<file path="src/source/scsi_pkg.sv">
/*
 * shared definitions for the scsi disk target
 * bus phase, opcode, transfer kind and status enums
 * message code, block geometry and capacity padding
 * block address and byte counter types
 */
package scsi_pkg;

	// bus phase as seen by the initiator, data out is target to initiator
	typedef enum logic [2:0] {
		IDLE,
		CMD_IN,
		DATA_OUT,
		DATA_IN,
		STATUS_OUT,
		MESSAGE_OUT
	} phase_t;

	// supported command opcodes, anything else is reported as check condition
	typedef enum logic [7:0] {
		TEST_UNIT_READY = 8'h00,
		FORMAT          = 8'h04,
		READ6           = 8'h08,
		WRITE6          = 8'h0a,
		INQUIRY         = 8'h12,
		MODE_SELECT     = 8'h15,
		MODE_SENSE      = 8'h1a,
		READ_CAPACITY   = 8'h25,
		READ10          = 8'h28,
		WRITE10         = 8'h2a
	} opcode_t;

	// direction of the data phase a command needs
	typedef enum logic [1:0] {
		NONE,
		TO_INITIATOR,
		FROM_INITIATOR
	} xfer_kind_t;

	typedef enum logic [7:0] {
		GOOD            = 8'h00,
		CHECK_CONDITION = 8'h02
	} status_t;

	localparam logic [7:0] MSG_CMD_COMPLETE = 8'h00;

	// one sector per block
	localparam int BLOCK_BYTES = 512;
	localparam int BLOCK_SHIFT = 9;
	// blocks reported on top of the mounted image size
	localparam int CAPACITY_PAD = 96;

	typedef logic [31:0] lba_t;
	typedef logic [31:0] byte_cnt_t;

endpackage
</file>
<file path="src/source/scsi_cmd_if.sv">
/*
 * command path between phase controller and decoder
 * raw command bytes with store strobe and clear
 * decoded opcode, transfer kind, block address and data length
 */
`timescale 1ns/10ps

interface scsi_cmd_if;
	import scsi_pkg::*;

	logic [7:0] cmd_byte;
	logic       cmd_stb;
	logic       cmd_clr;

	// decoded fields, valid while cmd_done is high
	logic       cmd_done;
	logic       cmd_known;
	opcode_t    opcode;
	xfer_kind_t kind;
	lba_t       lba;
	byte_cnt_t  data_len;

	modport phase (output cmd_byte, cmd_stb, cmd_clr,
		input cmd_done, cmd_known, opcode, kind, data_len);
	modport decoder (input cmd_byte, cmd_stb, cmd_clr,
		output cmd_done, cmd_known, opcode, kind, lba, data_len);
	// data side blocks only look at the command and its address
	modport user (input opcode, lba);

endinterface

</file>
<file path="src/source/scsi_cmd_decoder.sv">
/*
 * command descriptor block decoder
 * collects six or ten command bytes, detects completion by opcode group
 * latches block address and length, derives kind and data length
 */
`timescale 1ns/10ps

module scsi_cmd_decoder (
	input logic         clk,
	input logic         rst,
	scsi_cmd_if.decoder cmd
);
	import scsi_pkg::*;

	logic [7:0]  cmd_mem [10];
	logic [3:0]  cmd_idx;
	logic [2:0]  group;
	logic        cpl;
	logic        is_rw;
	logic [15:0] len6;
	logic [15:0] len10;
	logic [15:0] tlen;
	lba_t        lba6;
	lba_t        lba10;

	assign cmd.opcode = opcode_t'(cmd_mem[0]);
	assign group = cmd_mem[0][7:5];
	// group 0 is six bytes, groups 1 and 2 are ten
	assign cpl = ((group == 3'd0) && (cmd_idx == 4'd6)) ||
		((group inside {3'd1, 3'd2}) && (cmd_idx == 4'd10));
	assign is_rw = cmd.opcode inside {READ6, WRITE6, READ10, WRITE10};

	// field layout of the two block formats
	assign lba6 = {11'd0, cmd_mem[1][4:0], cmd_mem[2], cmd_mem[3]};
	assign lba10 = {cmd_mem[2], cmd_mem[3], cmd_mem[4], cmd_mem[5]};
	// zero blocks in a six byte read or write means 256
	assign len6 = (is_rw && (cmd_mem[4] == 8'd0)) ? 16'd256 : {8'd0, cmd_mem[4]};
	assign len10 = {cmd_mem[7], cmd_mem[8]};

	always_ff @(posedge clk) begin
		if (cmd.cmd_stb && (cmd_idx < 4'd10)) begin
			cmd_mem[cmd_idx] <= cmd.cmd_byte;
		end
		// take the fields once, on the cycle the block completes
		if (cpl && !cmd.cmd_done) begin
			cmd.lba <= (group == 3'd0) ? lba6 : lba10;
			tlen <= (group == 3'd0) ? len6 : len10;
		end
	end

	always_ff @(posedge clk) begin
		if (rst || cmd.cmd_clr) begin
			cmd_idx <= 4'd0;
			cmd.cmd_done <= 1'b0;
		end else begin
			if (cmd.cmd_stb && (cmd_idx < 4'd10)) begin
				cmd_idx <= cmd_idx + 4'd1;
			end
			cmd.cmd_done <= cpl;
		end
	end

	always_comb begin
		cmd.kind = NONE;
		cmd.cmd_known = 1'b1;
		case (cmd.opcode)
			READ6, READ10, INQUIRY, READ_CAPACITY, MODE_SENSE: cmd.kind = TO_INITIATOR;
			WRITE6, WRITE10, MODE_SELECT: cmd.kind = FROM_INITIATOR;
			TEST_UNIT_READY, FORMAT: cmd.kind = NONE;
			default: cmd.cmd_known = 1'b0;
		endcase
	end

	// read capacity is fixed, block commands count sectors, the rest count bytes
	always_comb begin
		if (cmd.opcode == READ_CAPACITY) begin
			cmd.data_len = byte_cnt_t'(8);
		end else if (is_rw) begin
			cmd.data_len = byte_cnt_t'(tlen) << BLOCK_SHIFT;
		end else begin
			cmd.data_len = byte_cnt_t'(tlen);
		end
	end

	// the phase controller leaves command in once ten bytes are held
	a_cmd_idx_range: assert property (@(posedge clk) disable iff (rst)
		cmd.cmd_stb |-> (cmd_idx < 4'd10))
		else $error("command byte strobe with a full command buffer");

endmodule

</file>
<file path="src/flat_wrapper.sv">
// flat-port wrapper written by rule: the top's interface ports become plain ports
module scsi_cmd_decoder_flat import scsi_pkg::*;
  (clk, rst, cmd_cmd_byte, cmd_cmd_stb, cmd_cmd_clr, cmd_cmd_done, cmd_cmd_known, cmd_opcode, cmd_kind, cmd_lba, cmd_data_len);
  scsi_cmd_if cmd_i ();
  input logic clk;
  input logic rst;
  input wire logic [$bits(cmd_i.cmd_byte)-1:0] cmd_cmd_byte;
  input wire logic [$bits(cmd_i.cmd_stb)-1:0] cmd_cmd_stb;
  input wire logic [$bits(cmd_i.cmd_clr)-1:0] cmd_cmd_clr;
  output wire logic [$bits(cmd_i.cmd_done)-1:0] cmd_cmd_done;
  output wire logic [$bits(cmd_i.cmd_known)-1:0] cmd_cmd_known;
  output wire logic [$bits(cmd_i.opcode)-1:0] cmd_opcode;
  output wire logic [$bits(cmd_i.kind)-1:0] cmd_kind;
  output wire logic [$bits(cmd_i.lba)-1:0] cmd_lba;
  output wire logic [$bits(cmd_i.data_len)-1:0] cmd_data_len;
  assign cmd_i.cmd_byte = cmd_cmd_byte;
  assign cmd_i.cmd_stb = cmd_cmd_stb;
  assign cmd_i.cmd_clr = cmd_cmd_clr;
  assign cmd_cmd_done = cmd_i.cmd_done;
  assign cmd_cmd_known = cmd_i.cmd_known;
  assign cmd_opcode = cmd_i.opcode;
  assign cmd_kind = cmd_i.kind;
  assign cmd_lba = cmd_i.lba;
  assign cmd_data_len = cmd_i.data_len;
  scsi_cmd_decoder u_core (.clk(clk), .rst(rst), .cmd(cmd_i));
endmodule
</file>
<file path="config.mk">
export PLATFORM = sky130hd
export DESIGN_NAME = scsi_cmd_decoder_flat
export DESIGN_NICKNAME = d
export VERILOG_FILES = /design/src/source/scsi_pkg.sv /design/src/source/scsi_cmd_if.sv /design/src/source/scsi_cmd_decoder.sv /design/src/flat_wrapper.sv
export SDC_FILE = /design/constraint.sdc
export NUM_CORES = 1
export LEC_CHECK = 0
export BUFFER_PORTS_ARGS = -buffer_cell sky130_fd_sc_hd__clkbuf_2
export CAP_MARGIN = 0
export CELL_PAD_IN_SITES_DETAIL_PLACEMENT = 0
export CELL_PAD_IN_SITES_GLOBAL_PLACEMENT = 1
export CORE_MARGIN = 5
export CORE_UTILIZATION = 40
export DETAILED_ROUTE_END_ITERATION = 16
export PLACE_DENSITY = 0.78
export SETUP_SLACK_MARGIN = 0.02
export SLEW_MARGIN = 30
export SYNTH_ARGS = -nofsm -noshare
export SYNTH_HDL_FRONTEND = slang
export SYNTH_SLANG_ARGS = --single-unit
</file>
<file path="constraint.sdc">
create_clock -name clk -period 3.6 [get_ports clk]
set_clock_uncertainty 0.1 [all_clocks]
set_input_delay 0.36 -clock clk [delete_from_list [all_inputs] [get_ports clk]]
set_output_delay 0.36 -clock clk [all_outputs]
set_load 0.05 [all_outputs]
</file>
# == Yosys cells after proc, flatten, opt, wreduce, memory -nomap -nowiden ==
# Memory sizes are Yosys's and may differ from the RTL's.
# Index checks and enable logic that the tools add are counted.
# totals
ramBits,80
wordCells,46
memories,1
reg_bits,53
output_inout_bits,76
# memory_table
name,depth,word_bits,rd,rd_ports_with_merged_regs,write_ports,line_no,text
u_core.cmd_mem,10,8,8,0,1,scsi_cmd_decoder.sv:15,logic [7:0] cmd_mem [10];
# classes
magnitude_cmp,1
n_eq_ne,13
n_mux,9
n_reduce_logical,16
add_sub_neg,1
# op_table
operator,count
$mux 32,1
$mux 25,1
$eq 8x5->1 const B,3
$eq 8x6->1 const B,3
$mux 21,1
$eq 8x4->1 const B,2
$logic_not 8->1,2
$mux 16,1
$reduce_or 10->1,1
$mux 9,1
$eq 8x3->1 const B,1
$logic_and 1x1->1,5
$reduce_or 5->1,1
$add 4x1->4 const B,1
$eq 4x3->1 const B,1
$eq 4x4->1 const B,1
$lt 4x4->1 const B,1
$pmux 2 s2,1
$reduce_bool 4->1,1
$eq 3x1->1 const B,1
$eq 3x2->1 const B,1
$logic_not 3->1,1
$mux 1,3
$reduce_or 3->1,1
3 further kinds,4

# == Depth between registers and ports, before layout ==
# Gate-level depths: netlist of run 1.
# An unclocked memory read counts as a cell.
# logic_depth
word_depth,6
depth_mapped,6

# == Worst setup path after synthesis of run 1 ==
# No wires, ideal clock.
# synth_path
kind,register to register
from,memory u_core.cmd_mem[0][5]
to,register u_core.cmd.lba[0] (enable)
setup_slack_ps,-237
synth_period_minus_slack_ps,3837
arrival_time_ps,3284
path_stages_with_launch,5
t_required_ps,3046
cell_sequence,edfxtp_1 or2_2 o22ai_1 nand3b_1 nor2_1
# synth_rtl
element,line_no,text
start: declaration,scsi_cmd_decoder.sv:15,
end signal: assignment,scsi_cmd_decoder.sv:46,cmd.lba <= (group == 3'd0) ? lba6 : lba10;
end: declaration,scsi_cmd_if.sv:26,"output cmd_done, cmd_known, opcode, kind, lba, data_len);"

==> metrics, run 1 <==
outcome=completed; maximum root-to-sink buffer count=2; post_cts resized=0; delay contributed by the slowest stage of the critical path=590 ps; cell-by-cell listing of the critical path=nor3_1, and3_1, nand2_1, a21oi_1, clkbuf_2; Hold Fails Final Rpt=0; post-synthesis instance area=4551 µm²; Initial DRT Pass Iterations=4; largest vdd supply drop=0.3253 mV; count of final max-slew check failures=0; portion of total power attributed to sequential cells=0.487; sort of element at the end of the critical path=primary output; Clock transition at path regs=50 ps; clock latency of the later-clocked register in the worst-skew pair=400 ps; final worst path period share=0.7729; critical setup path kind=flip-flop to primary output; layout cells sized above 1=0.2617; count of input and output buffers=80; HPWL after DPL=6488 µm; Avg WL per Cell=15.83 µm; GPL Wtd Cong=0.8163; wire length reported by the detailed router=~9300 µm; clock share of power=0.471; mean area per synthesized cell=13.11 µm²; Tightest Pin Transition=960.6 ps; setup repair after global routing missed its margin=no; kind of cell adding the most delay to the critical path=simple AND/OR/NAND/NOR gates; global-route wire length before repair=14,390 µm; via count of the first global-routing pass=2,741; highest attainable clock frequency=359.4 MHz; worst max-slew margin expressed relative to the limit=0.3573; post-CTS setup-driven buffer insertion count=0; cell internal pwr=0.002408 W; number of placed I/O pins=88; Net Switching=0.0006194 W; vertical die dimension=116.7 µm; ANT cells=0; die boundary width=between 100 and 150 µm; final std cells w/o fill=590; Vias/cell=4.859; placeable core region=11,270 µm²; flip-flop and latch count after synthesis=114; routed via count=2,867; overall fraction of global-route tracks in use=0.1465; net count reported at finish=between 400 and 500; die footprint=13,610 µm²; number of antenna-violating nets in the routed design=0; MaxCap Viol Count=0; Congestion Overflow GR=0; clock tree from TritonCTS=done; P&R area growth vs syn=23.21%; post-synth cell types=36; warnings from Yosys=0; Worst Path Max Fanout=19; cell with the largest stage delay on the worst path=sky130_fd_sc_hd__and3_1; endpoint arrival time on the critical path=2320 ps; CP Launch Type=flip-flop; antenna violations before repair=0; root cell of the clock tree=sky130_fd_sc_hd__clkbuf_16; detailed-route DRC error count=0; Clock Sinks=roughly 110; placed cell count=560; Max H-tree Level=4; cell leakage power=2.194 nW; part of the power in combinational logic=0.043; sequential cell area fraction in the yosys report=0.7413; count of filler cells inserted in the layout=981; worst min-delay path class=primary input to flip-flop; pin count of the biggest net entering global routing=50; Post-CTS Hold Fix Bufs=0; setup violators final=0; clock period minus worst slack=2782 ps; Gate Count Post-Synth=347; share of total power consumed by net switching=0.2046; endpoint required time on the critical path=between 3000 and 4000 ps; number of buffers inserted during clock tree synthesis=17; Total Negative Setup Slacks=0 ps; row cnt=39; initial DRC count=151; CP Buf/Inv Count=1; starting utilization of the core area=0.4037; power density normalized to cell area=540.0 nW/µm²
## power by group through the flow
| stage | clock [W] | sequential [W] | combinational, W |
|---|---|---|---|
| finish | 0.00143 | 0.00147 | 0.000129 |
| CTS | 0.00144 | 0.00147 | 0.000130 |
| floorplan | 0 | 0.00152 | 0.0000763 |
| detailed placement | 0 | 0.00150 | 0.000130 |
| global route | 0.00152 | 0.00147 | 0.000141 |
| global placement | 0 | 0.00150 | 0.000129 |
## sequential cells by signal, summed over array words and instances (netlist names)
register / cells
u_core.cmd.lba: 32
u_core.cmd_mem: 61
u_core.tlen: 16
u_core.cmd_idx: 4
u_core.cmd.cmd_done: 1
## layout make-up
class	instances	area (µm²)	area share
well taps	143	178.9	0.03191
multi-input cells	215	1099	0.1959
clock inverters	10	70.07	0.01250
repair buffers	85	437.9	0.07811
clock buffers	20	436.7	0.07788
flip-flops and latches	114	3373	0.6017
inverters	3	11.26	0.002008
## cell usage in the layout, fill, tap and decap left out, types with 5 or more instances in the layout
master,instances
sky130_fd_sc_hd__nand2_1,110
sky130_fd_sc_hd__edfxtp_1,109
sky130_fd_sc_hd__clkbuf_2,80
sky130_fd_sc_hd__and2_1,27
sky130_fd_sc_hd__clkbuf_16,17
sky130_fd_sc_hd__nor3_1,10
sky130_fd_sc_hd__a21oi_1,10
sky130_fd_sc_hd__nor2b_1,8
sky130_fd_sc_hd__conb_1,7
sky130_fd_sc_hd__nor2_1,5
sky130_fd_sc_hd__clkinv_2,5
sky130_fd_sc_hd__buf_4,5
sky130_fd_sc_hd__dfxtp_1,5
## path summary, 6_finish.rpt
path,cells past startpoint,slack (ps),to,from
worst max register to register,5,1190,u_core.cmd.lba[24],u_core.cmd_mem[0][5]
worst min register to register,2,410,u_core.cmd.lba[3],u_core.cmd_mem[5][3]
worst min-delay path,2,90,u_core.cmd_idx[0],rst
worst max-delay path,5,820,cmd_data_len[10],u_core.cmd_mem[0][7]
## cells by family after synthesis
group,Yosys count,share of synthesized area
other,1,0.0008241
adders and majority gates,4,0.01100
AOI/OAI and AO/OA,21,0.03025
DFF,114,0.7413
and+or+nand+nor,181,0.1856
buffers and inverters,24,0.02722
xor gates and xnor gates,2,0.003850
## Yosys cell counts (all sizes together)
cell type,number,area [µm²]
conb,1,3.750
ha,4,50.05
nor2,7,33.78
and2,27,168.9
o31ai,1,7.510
a31oi,1,6.260
xnor2,2,17.52
a21oi,11,66.32
nand3,3,15.01
a41oi,1,8.760
nand2,110,412.9
dfxtp,5,100.1
and3,1,6.260
nand2b,2,12.51
edfxtp,109,3273
o21ai,3,15.01
nor2b,8,50.05
nand3b,1,7.510
nand4,1,6.260
o22ai,1,6.260
a32o,1,10.01
or2,1,6.260
a21o,1,7.510
or3,2,17.52
and4b,1,10.01
buf,11,75.07
clkbuf,10,37.54
or4b,1,13.76
inv,3,11.26
nor3,13,65.06
nor4,3,18.77
a221o,1,10.01
## through the flow
| step | power, W | utilization | area, µm² | hold WS, ps | worst slack [ps] |
|---|---|---|---|---|---|
| 2_1_floorplan | 0.001591 | - | 4576 | 336.6 | 145.8 |
| 3_3_place_gp | 0.001626 | 0.4520 | 5095 | 396.8 | 1254 |
| 3_5_place_dp | 0.001628 | 0.4520 | 5095 | 400.9 | 1159 |
| 4_1_cts | 0.003042 | 0.4969 | 5602 | 83.60 | 804.0 |
| 5_1_grt | 0.003130 | 0.4974 | 5607 | 93.34 | 612.9 |
| 6_report | 0.003028 | 0.4974 | 5607 | 93.36 | 817.6 |
## per-layer routing
layer / vias to the layer above / wire length [µm] / global-route usage
li1: 1377 / - / -
met1: 1362 / 3761 / 0.1801
met2: 115 / 4536 / 0.2368
met3: 13 / 895 / 0.04767
met4: 0 / 143 / 0.06575
met5: - / 0 / 0
Note: power is estimated with default switching activity, not from simulation.
==> run 2, diff against run 1 <==
--- a/config.mk
+++ b/config.mk
@@ -10,9 +10,9 @@
 export CELL_PAD_IN_SITES_DETAIL_PLACEMENT = 0
 export CELL_PAD_IN_SITES_GLOBAL_PLACEMENT = 1
 export CORE_MARGIN = 5
-export CORE_UTILIZATION = 40
+export CORE_UTILIZATION = 44
 export DETAILED_ROUTE_END_ITERATION = 16
-export PLACE_DENSITY = 0.78
+export PLACE_DENSITY = 0.81
 export SETUP_SLACK_MARGIN = 0.02
 export SLEW_MARGIN = 30
 export SYNTH_ARGS = -nofsm -noshare
==> constraint.sdc (replaced) <==
create_clock -name clk -period 2.8 [get_ports clk]
set_clock_uncertainty 0.1 [all_clocks]
set_input_delay 0.28 -clock clk [delete_from_list [all_inputs] [get_ports clk]]
set_output_delay 0.28 -clock clk [all_outputs]
set_load 0.05 [all_outputs]
==> run 2 against run 1 <==
Effect of this change:
- first-iteration DRC count grew 70%
- sequential power up 29%
- core utilization increased by 6.9 points
- wire length is essentially flat
- setup slack worse by 660 ps
- critical path type unchanged
- critical endpoint is now cmd_data_len[8]
- largest cell class unchanged
==> metrics, run 2 (same netlist as run 1, synthesis figures left out) <==
detailed-route DRC error count=0; Clock Sinks=114; cell internal pwr=about 0.0033 W; clock period minus worst slack=between 2000 and 3000 ps; final worst path period share=0.9442; setup violators final=0; number of antenna-violating nets in the routed design=0; outcome=completed; cell with the largest stage delay on the worst path=sky130_fd_sc_hd__or4b_4; largest vdd supply drop=0.4508 mV; die boundary width=roughly 110 µm; most common library cell in the layout ignoring fill and taps=sky130_fd_sc_hd__nand2_1; clock tree from TritonCTS=done; ANT cells=0; layout cells sized above 1=0.2773; Hold Fails Final Rpt=0; number of placed I/O pins=just under 90; wire length reported by the detailed router=a little over 9000 µm; setup repair after global routing missed its margin=no; tightest hold margin=17.28 ps; maximum root-to-sink buffer count=2; placed cell count=556; Net Switching=a little under 0.0009 W; endpoint required time on the critical path=2420 ps; Tightest Pin Transition=between 800 and 900 ps; most used cells in the layout excluding fill and tap cells=sky130_fd_sc_hd__nand2_1 (110), sky130_fd_sc_hd__edfxtp_1 (109), sky130_fd_sc_hd__clkbuf_2 (80); final std cells w/o fill=594; initial DRC count=257; area after detailed placement=between 5000 and 6000 µm²; vertical die dimension=111.7 µm; register ranked first by flip-flop count=u_core.cmd_mem; registers with the most flip-flops=u_core.cmd_mem x61, u_core.cmd.lba x32, u_core.tlen x16; endpoint arrival time on the critical path=between 2000 and 2500 ps; Clock transition at path regs=60 ps; P&R area growth vs syn=26.86%; worst min-delay path class=primary input to flip-flop; Avg WL per Cell=around 16 µm; die footprint=12,480 µm²; Worst Path Max Fanout=8; Largest register FFs=61; count of final max-slew check failures=0; global-route wire length before repair=14,920 µm; Total Negative Setup Slacks=0 ps; delay contributed by the slowest stage of the critical path=630 ps; routed via count=2,897; HPWL after DPL=about 6100 µm; Vias/cell=a little under 5; starting utilization of the core area=0.4468; highest attainable clock frequency=378.2 MHz; net count reported at finish=approximately 460; Max H-tree Level=4; MaxCap Viol Count=0; CP Launch Type=flip-flop; Power Total=0.004138 W; pin count of the biggest net entering global routing=50; overall fraction of global-route tracks in use=0.1536; share of total power consumed by net switching=0.2119; power density normalized to cell area=716.8 nW/µm²; Layout Cell Area excl Fill=5773 µm²; worst max-slew margin expressed relative to the limit=0.4408; GPL Wtd Cong=0.7859; antenna violations before repair=0; sort of element at the end of the critical path=primary output; placeable core region=a little over 10,000 µm²; clock latency of the later-clocked register in the worst-skew pair=510 ps; cell leakage power=2.251 nW; via count of the first global-routing pass=slightly below 3,000; number of buffers inserted during clock tree synthesis=17; part of the power in combinational logic=0.042; Congestion Overflow GR=0; count of input and output buffers=80; critical setup path kind=flip-flop to primary output; root cell of the clock tree=sky130_fd_sc_hd__clkbuf_8; Initial DRT Pass Iterations=4; row cnt=37; cell-by-cell listing of the critical path=or4b_4, a21oi_4, nor2b_1, clkbuf_2; clock share of power=0.501; portion of total power attributed to sequential cells=0.458
run 2: what timing repair did:
action	CTS	global route
setup buffers	0	0
setup endpoints to repair	3	0
hold endpoints to repair	18	7
hold buffers	5	1
resized for setup	1	0
run 2: layer usage:
metal / vias up / global-route usage / part of all wire
met2: 104 / 0.2546 / 0.49
li1: 1396 / - / -
met5: - / 0 / 0
met1: 1381 / 0.1908 / 0.42
met4: 0 / 0.05596 / 0.016
met3: 16 / 0.04674 / 0.075
run 2: power groups by stage:
stage | clock network (W) | registers [W] | logic, W
after floorplan | 0 | 0.00195 | 0.0000992
after global placement | 0 | 0.00193 | 0.000166
after detailed placement | 0 | 0.00193 | 0.000168
after CTS | 0.00209 | 0.00189 | 0.000173
after global routing | 0.00218 | 0.00189 | 0.000187
final | 0.00207 | 0.00189 | 0.000173
run 2: path summary, 6_finish.rpt:
check                  startpoint                    to  slack, ps  cells past startpoint
max          u_core.cmd_mem[0][1]       cmd_data_len[8]        160                      4
min reg2reg  u_core.cmd_mem[5][3]     u_core.cmd.lba[3]        420                      2
min               cmd_cmd_byte[0]  u_core.cmd_mem[2][0]         20                      1
max reg2reg  u_core.cmd_mem[0][5]     u_core.cmd.lba[1]        790                      5
run 2: cell type report:
cell class                 instances  area [µm²]
sequential                       114        3373
timing repair buffer              94       533.0
fill                             848        4412
tap                              136       170.2
clock inverter                    15       167.7
clock buffer                      17       414.1
multi-input combinational        215        1104
inverter                           3       11.26
run 2: metrics by stage:
stage	util	setup WS [ps]
final	0.5668	156.1
after CTS	0.5658	132.8
after floorplan	-	193.4
after global placement	0.5037	619.2
after detailed placement	0.5037	532.1
after global routing	0.5668	28.31
run 2: worst max-delay path, delay by kind of cell (launching register included):
| family | cells | cell delay [ps] |
|---|---|---|
| DFF | 1 | 520 |
| AOI/OAI and AO/OA | 1 | 280 |
| and+or+nand+nor | 2 | 710 |
| buffers and inverters | 1 | 240 |
==> run 3, diff against run 2 <==
--- a/config.mk
+++ b/config.mk
@@ -5,14 +5,15 @@
 export SDC_FILE = /design/constraint.sdc
 export NUM_CORES = 1
 export LEC_CHECK = 0
+export ABC_AREA = 1
 export BUFFER_PORTS_ARGS = -buffer_cell sky130_fd_sc_hd__clkbuf_2
 export CAP_MARGIN = 0
 export CELL_PAD_IN_SITES_DETAIL_PLACEMENT = 0
 export CELL_PAD_IN_SITES_GLOBAL_PLACEMENT = 1
 export CORE_MARGIN = 5
-export CORE_UTILIZATION = 44
+export CORE_UTILIZATION = 43
 export DETAILED_ROUTE_END_ITERATION = 16
-export PLACE_DENSITY = 0.81
+export PLACE_DENSITY = 0.8
 export SETUP_SLACK_MARGIN = 0.02
 export SLEW_MARGIN = 30
 export SYNTH_ARGS = -nofsm -noshare
==> run 3 against run 2 <==
Effect of this change:
- synthesized area is 2.9% higher
- via count rose by 1.8%
- power increased by 1.4%
- design area up 1.3%
- cell count increased by 9.8%
- register-to-register slack improved by 120 ps
- highest routed layer unchanged
==> metrics, run 3 <==
final worst path period share=0.9089; Register-to-Register Path Depth=5; area used by multi-input combinational logic=975.9 µm²; Initial DRT Pass Iterations=4; antenna violations before repair=0; Gate Count Post-Synth=a little over 400; outcome=completed; Clock Sinks=~110; pin count of the biggest net entering global routing=50; most common cell in the synthesized netlist=sky130_fd_sc_hd__edfxtp_1; largest vdd supply drop=0.3850 mV; sort of element at the end of the critical path=primary output; endpoint arrival time on the critical path=~2200 ps; number of antenna-violating nets in the routed design=0; detailed-route DRC error count=0; clock tree from TritonCTS=done; count of final max-slew check failures=0; area after detailed placement=a little over 5000 µm²; setup repair after global routing missed its margin=no; kind of cell adding the most delay to the critical path=simple AND/OR/NAND/NOR gates; highest attainable clock frequency=about 400 MHz; GPL Wtd Cong=0.8094; root cell of the clock tree=sky130_fd_sc_hd__clkbuf_8; CP Buf/Inv Count=2; Congestion Overflow GR=0; Avg WL per Cell=13.95 µm; overall fraction of global-route tracks in use=0.1485; critical setup path kind=flip-flop to primary output; sequential cell area fraction in the yosys report=0.7203; most used cells in the layout excluding fill and tap cells=sky130_fd_sc_hd__edfxtp_1 (109), sky130_fd_sc_hd__nand2_1 (86), sky130_fd_sc_hd__clkbuf_2 (80); global-route wire length before repair=around 14,000 µm; via count of the first global-routing pass=2,952; Vias/cell=4.525; post-synth cell types=26; biggest area contributors in the synthesized netlist=sky130_fd_sc_hd__edfxtp_1 (70%), sky130_fd_sc_hd__nand2_1 (7.0%), sky130_fd_sc_hd__inv_1 (4.7%), sky130_fd_sc_hd__nor2_1 (3.8%), sky130_fd_sc_hd__o21ai_0 (2.5%); count of cells along the worst hold path=1; most common library cell in the layout ignoring fill and taps=sky130_fd_sc_hd__edfxtp_1; layout cells sized above 1=0.2715; Tightest Pin Transition=664.8 ps; clock latency of the later-clocked register in the worst-skew pair=500 ps; Total Negative Setup Slacks=0 ps; sequential cell area in the final layout=roughly 3400 µm²; register ranked first by flip-flop count=u_core.cmd_mem; MaxCap Viol Count=0; count of filler cells inserted in the layout=951; CP Depth=8; Clock transition at path regs=50 ps; flip-flop and latch count after synthesis=between 100 and 150; cell-by-cell listing of the critical path=inv_2, nand2_2, nor2_1, nand2_2, nand3_4, nor2_2, nor2_1, clkbuf_2; number of placed I/O pins=88; count of input and output buffers=80; Largest register FFs=61; power density normalized to cell area=717.3 nW/µm²; die footprint=13,080 µm²; registers with the most flip-flops=u_core.cmd_mem x61, u_core.cmd.lba x32, u_core.tlen x16; post-synthesis instance area=roughly 4700 µm²; net count reported at finish=516; dominant cell type by area after synthesis=sky130_fd_sc_hd__edfxtp_1; cell leakage power=2.612 nW; die boundary width=114.4 µm; routed via count=2,950; ANT cells=0; mean area per synthesized cell=11.62 µm²; worst min-delay path class=primary input to flip-flop; number of buffers inserted during clock tree synthesis=17; HPWL after DPL=6272 µm; starting utilization of the core area=0.4358; Hold Fails Final Rpt=0; CP Launch Type=flip-flop; most common library cells after synthesis=sky130_fd_sc_hd__edfxtp_1 (109), sky130_fd_sc_hd__nand2_1 (87), sky130_fd_sc_hd__inv_1 (59); Power Total=0.004195 W; warnings from Yosys=0; number of enable flip-flop cells after synthesis=approximately 110; tightest hold margin=16.93 ps; clock period minus worst slack=2545 ps; worst max-slew margin expressed relative to the limit=0.5552; Layout Cell Area excl Fill=5848 µm²; endpoint required time on the critical path=between 2000 and 2500 ps; setup violators final=0; async set-reset flop share out of synthesis=0; vertical die dimension=114.4 µm; Worst Path Max Fanout=27; wire length reported by the detailed router=9098 µm; P&R area growth vs syn=24.87%; initial DRC count=144; row cnt=38; Max H-tree Level=4; proportion of netlist area held by the largest area contributor=0.6989; placeable core region=10,750 µm²; cell with the largest stage delay on the worst path=sky130_fd_sc_hd__edfxtp_1; most common flop cell mapped by yosys=sky130_fd_sc_hd__edfxtp_1; delay contributed by the slowest stage of the critical path=430 ps; maximum root-to-sink buffer count=2
[run 3: changes by cell type after synthesis, sizes merged, moves of 3 or more]
cell,before,now
a21oi,11,5
and2,27,0
clkbuf,10,5
inv,3,66
nand2,110,93
nand3,3,11
nand4,1,6
nor2,7,57
nor2b,8,0
nor3,13,0
nor4,3,0
o21ai,3,24
[run 3: kinds of logic (layout without fill, tap and decap cells)]
kind of cell	after synthesis	count (layout)	synth area share
simple gates	169	169	0.1550
other cells	1	7	0.0008007
flops	114	114	0.7203
buf+inv	84	187	0.07908
fa+ha+maj	4	4	0.01069
compound gates	31	31	0.03420
[run 3: final timing paths]
path	from	to	slack, ps
hold / removal	cmd_cmd_byte[5]	u_core.cmd_mem[7][5]	20
hold reg to reg	u_core.cmd_mem[7][0]	u_core.tlen[8]	410
setup reg to reg	u_core.cmd_idx[2]	u_core.cmd.lba[25]	910
setup / recovery	u_core.cmd_mem[0][7]	cmd_data_len[13]	260
[run 3: layout make-up]
cell class                      count  share of cell area
Timing Repair Buffer               90             0.08344
Inverter                           66             0.04236
Clock buffer                       20             0.07274
Tap cell                          140             0.02995
Multi-Input combinational cell    211              0.1669
Clock inverter                     11             0.02781
Sequential cell                   114              0.5768
[run 3: report_power, final]
group	total, W	leakage, nW	switching (W)	internal [W]
Clock	0.00213	0.284	0.000697	0.00143
Sequential	0.00189	1.03	0.00000919	0.00188
Combinational	0.000180	1.30	0.000142	0.0000380
Total	0.00419	2.61	0.000848	0.00335
[run 3: what timing repair did]
item                                    4_1_cts  5_1_grt
setup buffers                                 0        1
gates resized for setup                       0        1
endpoints found under the setup margin        0        6
hold buffers                                  5        0
endpoints found under the hold margin        18        0
[run 3: stage by stage]
stage                     utilization  cells  worst slack (ps)
after global placement         0.4839    615             686.6
after detailed placement       0.4839    615             615.9
final                          0.5442    652             255.0
after global routing           0.5442    652             112.1
after floorplan                     -    409             139.1
after CTS                      0.5433    651             75.40
[run 3: routing by layer]
layer / vias to the layer above / wire [µm] / GRT usage
met5: - / 0 / 0
met4: 0 / 146 / 0.05305
met3: 13 / 580 / 0.05973
met2: 82 / 4554 / 0.2463
met1: 1362 / 3816 / 0.1751
li1: 1493 / - / -
